==> config.mk <==
export PLATFORM = sky130hd
export DESIGN_NAME = fetchStage
export DESIGN_NICKNAME = d
export VERILOG_FILES = /design/src/mipsPkg.sv /design/src/fetchStage.sv
export SDC_FILE = /design/constraint.sdc
export NUM_CORES = 2
export LEC_CHECK = 0
export BUFFER_PORTS_ARGS = -buffer_cell sky130_fd_sc_hd__buf_2
export CAP_MARGIN = 30
export CELL_PAD_IN_SITES_DETAIL_PLACEMENT = 1
export CELL_PAD_IN_SITES_GLOBAL_PLACEMENT = 1
export CORE_AREA = 2 2 371 373
export DETAILED_ROUTE_END_ITERATION = 7
export DIE_AREA = 0 0 373 375
export PLACE_DENSITY_LB_ADDON = 0.1
export SYNTH_ARGS = -nofsm -noshare
export SYNTH_HDL_FRONTEND = slang
export SYNTH_SLANG_ARGS = --single-unit
==> constraint.sdc <==
create_clock -name Clk -period 9.06 [get_ports Clk]
set_input_delay 1.812 -clock Clk [delete_from_list [all_inputs] [get_ports Clk]]
set_output_delay 1.812 -clock Clk [all_outputs]
set_load 0.02 [all_outputs]
==> src/mipsPkg.sv <==
package mipsPkg;

  //////////////////////////////////////////////////////////////////////
  // Widths with a meaning
  //////////////////////////////////////////////////////////////////////

  // Data word, instruction word or byte address
  typedef logic [31:0] word_t;

  // Register number, rs/rt/rd field
  typedef logic [4:0] regAddr_t;

  // ALU operation select
  typedef logic [2:0] aluOp_t;

  //////////////////////////////////////////////////////////////////////
  // Encodings
  //////////////////////////////////////////////////////////////////////

  // Primary opcodes, instr[31:26]
  localparam logic [5:0] OP_RTYPE = 6'h00;
  localparam logic [5:0] OP_J     = 6'h02;
  localparam logic [5:0] OP_BEQ   = 6'h04;
  localparam logic [5:0] OP_ADDI  = 6'h08;
  localparam logic [5:0] OP_LW    = 6'h23;
  localparam logic [5:0] OP_SW    = 6'h2b;

  // R-type funct field, instr[5:0]
  localparam logic [5:0] FN_ADD = 6'h20;
  localparam logic [5:0] FN_SUB = 6'h22;
  localparam logic [5:0] FN_AND = 6'h24;
  localparam logic [5:0] FN_OR  = 6'h25;
  localparam logic [5:0] FN_SLT = 6'h2a;

  // ALU operations
  localparam aluOp_t ALU_ADD = 3'd0;
  localparam aluOp_t ALU_SUB = 3'd1;
  localparam aluOp_t ALU_AND = 3'd2;
  localparam aluOp_t ALU_OR  = 3'd3;
  localparam aluOp_t ALU_SLT = 3'd4;

  //////////////////////////////////////////////////////////////////////
  // Memory sizes in words
  //////////////////////////////////////////////////////////////////////

  // Addresses wrap on the word index bits
  localparam int IMEM_DEPTH = 64;
  localparam int DMEM_DEPTH = 64;

endpackage
==> src/fetchStage.sv <==
`timescale 1ns/1ps

module fetchStage (
  input  logic           Clk,
  input  logic           rst,
  input  logic           imemWrite,
  input  logic [5:0]     imemAddr,
  input  mipsPkg::word_t imemData,
  input  logic           redirect,
  input  mipsPkg::word_t redirectPc,
  output mipsPkg::word_t instrDecode,
  output mipsPkg::word_t pcPlus4Decode
);
  import mipsPkg::*;

  // Program counter and sequential successor
  word_t pc;
  word_t pcPlus4;
  word_t fetchedInstr;

  // Instruction store, filled through the load port
  word_t imem [IMEM_DEPTH];

  assign pcPlus4 = pc + 32'd4;

  // Word index of the PC, wraps modulo depth
  assign fetchedInstr = imem[pc[$clog2(IMEM_DEPTH)+1:2]];

  // Load port
  // Write lands on the edge where the strobe is high
  always_ff @(posedge Clk) begin
    if (imemWrite) begin
      imem[imemAddr] <= imemData;
    end
  end

  // Next PC
  // Redirect from the memory stage wins over PC+4
  always_ff @(posedge Clk) begin
    if (rst) begin
      pc <= '0;
    end else if (redirect) begin
      pc <= redirectPc;
    end else begin
      pc <= pcPlus4;
    end
  end

  //////////////////////////////////////////////////////////////////////
  // Fetch/decode register
  //////////////////////////////////////////////////////////////////////

  // All-zero word decodes as a nop
  always_ff @(posedge Clk) begin
    if (rst) begin
      instrDecode <= '0;
    end else begin
      instrDecode <= fetchedInstr;
    end
  end

  always_ff @(posedge Clk) begin
    pcPlus4Decode <= pcPlus4;
  end

endmodule

# Word-level counts from Yosys, hierarchy flattened
# Memory sizes are Yosys's and may differ from the RTL's. A register that Yosys moved wholly into a read port is not among the register bits.
# Cells that the tools add are included.
# W data, S select, Z words.
word_totals:
  ff_bits: 64
  latch_bits: 0
  ramBits: 2048
  mem_bits_ro: 0
  inputBits: 74
  output_inout_bits: 64
  wordCells: 7
  memories: 1
memory_table:
  columns: ["name", "depth", "width", "rd", "rd_clocked_by_memory_dff", "write_ports", "line_no", "source"]
  rows:
  - ["imem", 64, 32, 1, 1, 1, "fetchStage.sv:22", "word_t imem [IMEM_DEPTH];"]
classes:
  n_addsub: 1
  mul: 0
  div_mod_pow: 0
  magnitude_cmp: 0
  eq_ne: 0
  shifts: 0
  mux: 3
  bitwise_logic: 0
  n_reduce_logical: 0
ops:
  columns: ["op", "n"]
  rows:
  - ["$add A32 B3 Y32 const B", 1]
  - ["$mux W32", 1]
  - ["$mux W1", 2]

# Logic depth before layout (Yosys ltp)
depth:
  word_depth: 2
  depth_mapped: 10
  depth_no_buf: 6

# Least setup slack after synthesis
# OpenSTA, ideal clock, no wires.
synth_path:
  path_type: "input to register"
  start: "input imemAddr[3]"
  end: "memory imem[48][0] in the netlist's numbering (enable)"
  setup_time_ns: 0.461
  arrival_ns: 4.511
  t_required_ns: 8.599
  slack_ns: 4.088
  path_stages: 4
  cell_sequence: "clkbuf_1 > nor2b_1 > nand4b_1 > nor3_1"
synth_lines:
  columns: ["element", "line_no", "source"]
  rows:
  - ["from (decl)", "fetchStage.sv:7", "input logic [5:0] imemAddr,"]
  - ["to (decl)", "fetchStage.sv:22", null]
# No word-level cell before the write port.

==> results.cfg <==
[final_layout]
fillers = 10400
final_cells = 5788
final_nets = 3884
layout-drive-gt1-share = 0.306
area_growth_pct = 13.6

[route]
drc = 0
firstDrtPassIters = 6
vias = 39600
viasPerCell = 6.83
drtIter0Drc = 5642
wl_um = 220000
ant_nets = 0
post_drt_wl_per_cell_um = 38.0

[synthesis]
postSynthAreaPerCell_um2 = 23.0
ys_seq_elements = 2144
yosysSeqAreaShare = 0.781
synth_fp_nets = 3606
yosysMostFrequentCell = edfxtp_1
yosysTopAreaCell = edfxtp_1
synth_xor_area_frac = 0.00302
synthAdderAreaFrac = 0.000154
ys_types = 45
synth_compound_area_frac = 0.0190
synth_common_cells = edfxtp_1 (2,048), mux4_2 (573), dfxtp_1 (96)
synth_top_family_by_area = multiplexers
synthArstFlopShare = 0
syn_inst = 3531
synth_area_um2 = 81200
synth_simple_gate_area_frac = 0.0196
ys_warn_count = 0
synthTopCellsByArea = edfxtp_1 (76%), mux4_2 (16%), dfxtp_1 (2.4%)
ys.flop_type = edfxtp_1
yosysTopAreaCellShare = 0.758
synthMuxAreaShare = 0.165
synth_edf_count = 2048

[grt]
antenna_found_initial = 30
grt-busiest-layer = met2
use_met1 = 0.446
grt_pass1_wl_um = 314000
met2_usage = 0.512
grtUsageMet3 = 0.0677
grt-ovfl-total = 0
grt_util_all_layers = 0.322
grt_max_degree = 128
grt_pass1_vias = 41100

[placement]
io_buffers = 137
gp_congestion = 0.860
dp.cells = 5389
dp_hpwl_um = 130000

[min_path]
min_from = pc[1]
min_path_type = register to register

[sta]
hold_ws_ps = 333
rsz0062_at_grt = no
final.period_utilization = 0.501
relSlewSlack = 0.307
fin_tns_setup_ps = 0
fin_crit_ps = 4540
fmax_mhz = 221
timing.final.hold_violations = 0
setup_violations = 0
fin_skew_ps = 32.9
worst_pin_slew_ps = 1030
slew_violations = 0

[power_and_ir_drop]
p_comb_frac = 0.065
pwr_density_cell_nw_per_um2 = 227
seqPwrFrac = 0.527
swShare = 0.220
clock_power_share = 0.408
vdd_drop_max_v = 0.000235
power.internal_mw = 16.3
switching_power_mw = 4.62
leakage_nw = 28.5

[worst_setup_path]
cp-end-kind = register
crit_start = pc[2]
crit_type = register to register
start_kind = register
rrSetupSlack_ps = 4520
cp_max_fo = 77
required_ps = 9740
r2r_start = pc[2]
critPathArrivalTime_ps = 5220

[clocking]
path_clk_slew_ps = 60
clock-sinks = 2144
root_buffer = clkbuf_16
cts.hold.buffers_added = 0
ctsHtreeMaxLevel = 4
cts_tree = built
clock_latency_ps = 840
ctsResizeCount = 0
post_cts_buffers = 0
cts_buffers = 206
cts_buffer_depth = 3

[floorplan]
io_pins = 138
start_util = 0.595
die_w_um = 373
die_area_um2 = 140000
rows = 136
core_um2 = 136000
die_h_um = 375

[status]
status = finished, final reports clean

[run]
drv_cap = 0
## power by group through the flow
stage	Combinational (mW)	Clock, mW	Sequential [mW]
global route	1.42	8.95	11.0
floorplan	0.728	0	11.2
detailed placement	1.35	0	11.2
CTS	1.36	8.62	11.0
finish	1.36	8.54	11.0
global placement	1.29	0	11.2
## worst paths after layout
| path | endpoint | depth (start not counted) |
|---|---|---|
| max | instrDecode[26] | 7 |
| min reg2reg | pcPlus4Decode[1] | 0 |
| max reg2reg | instrDecode[26] | 7 |
| min | pcPlus4Decode[1] | 0 |
## sequential cells by signal, indices dropped and copies added (netlist names)
signal	count
imem	2048
instrDecode	32
pc	32
pcPlus4Decode	32
## layout make-up
type,count,area [um^2],area share
sequential,2144,63400,0.688
inverter,6,22.5,0.000244
timing repair buffer,275,2560,0.0278
clock inverter,117,1130,0.0122
antenna,5,12.5,0.000136
tap,1794,2240,0.0243
multi-input combinational,1176,17300,0.187
clock buffer,271,5560,0.0603
## per-layer routing
| layer | share of wire | wire length [um] |
|---|---|---|
| met1 | 0.37 | 80300 |
| met2 | 0.49 | 107000 |
| met3 | 0.11 | 23200 |
| met4 | 0.044 | 9610 |
| met5 | 0.00050 | 109 |
## worst max-delay path: stages, from the launching register on
cell and delay [ps]:
dfxtp_4 910, buf_12 500, buf_4 820, mux4_2 590, mux2i_1 490, o21ai_1 130
nor3_1 580, a211oi_1 120
## kinds of logic (layout without fill, tap and decap cells)
| logic type | Yosys count | count (layout) |
|---|---|---|
| and+or+nand+nor | 301 | 301 |
| muxes | 620 | 620 |
| xor gates and xnor gates | 28 | 28 |
| DFF | 2144 | 2144 |
| AOI/OAI and AO/OA | 226 | 226 |
| adders and majority gates | 1 | 1 |
| buffers and inverters | 211 | 669 |
| other | 0 | 5 |
## layout by cell type (no fill, tap or decap), drive strengths merged, types with 2 or more instances in the layout
cell type and n:
nor2b 6, edfxtp 2048, xor2 6, clkbuf 273
nand2 24, dfxtp 96, o211a 8, clkinv 90
nor3 39, o22ai 4, a211oi 29, o21a 22
a22oi 32, nand2b 42, clkinvlp 2, diode 5
a21oi 38, o21ai 30, a31oi 31, a22o 29
bufinv 19, buf 273, nor2 82, xnor2 22
nand4 11, mux4 573, mux2i 47, nand3 47
nand3b 33, and4 3, nor4 3, and3 5
and2 2, inv 12
## stage by stage
stage,setup slack (ps),total power [mW],utilization,area (um^2)
floorplan,4090,11.9,-,81200
global placement,4300,12.5,0.619,84400
detailed placement,4480,12.6,0.627,85400
CTS,4490,21.0,0.676,92100
global route,4220,21.4,0.677,92200
finish,4520,20.9,0.677,92200
No activity file was read; power rests on OpenSTA's default activity.
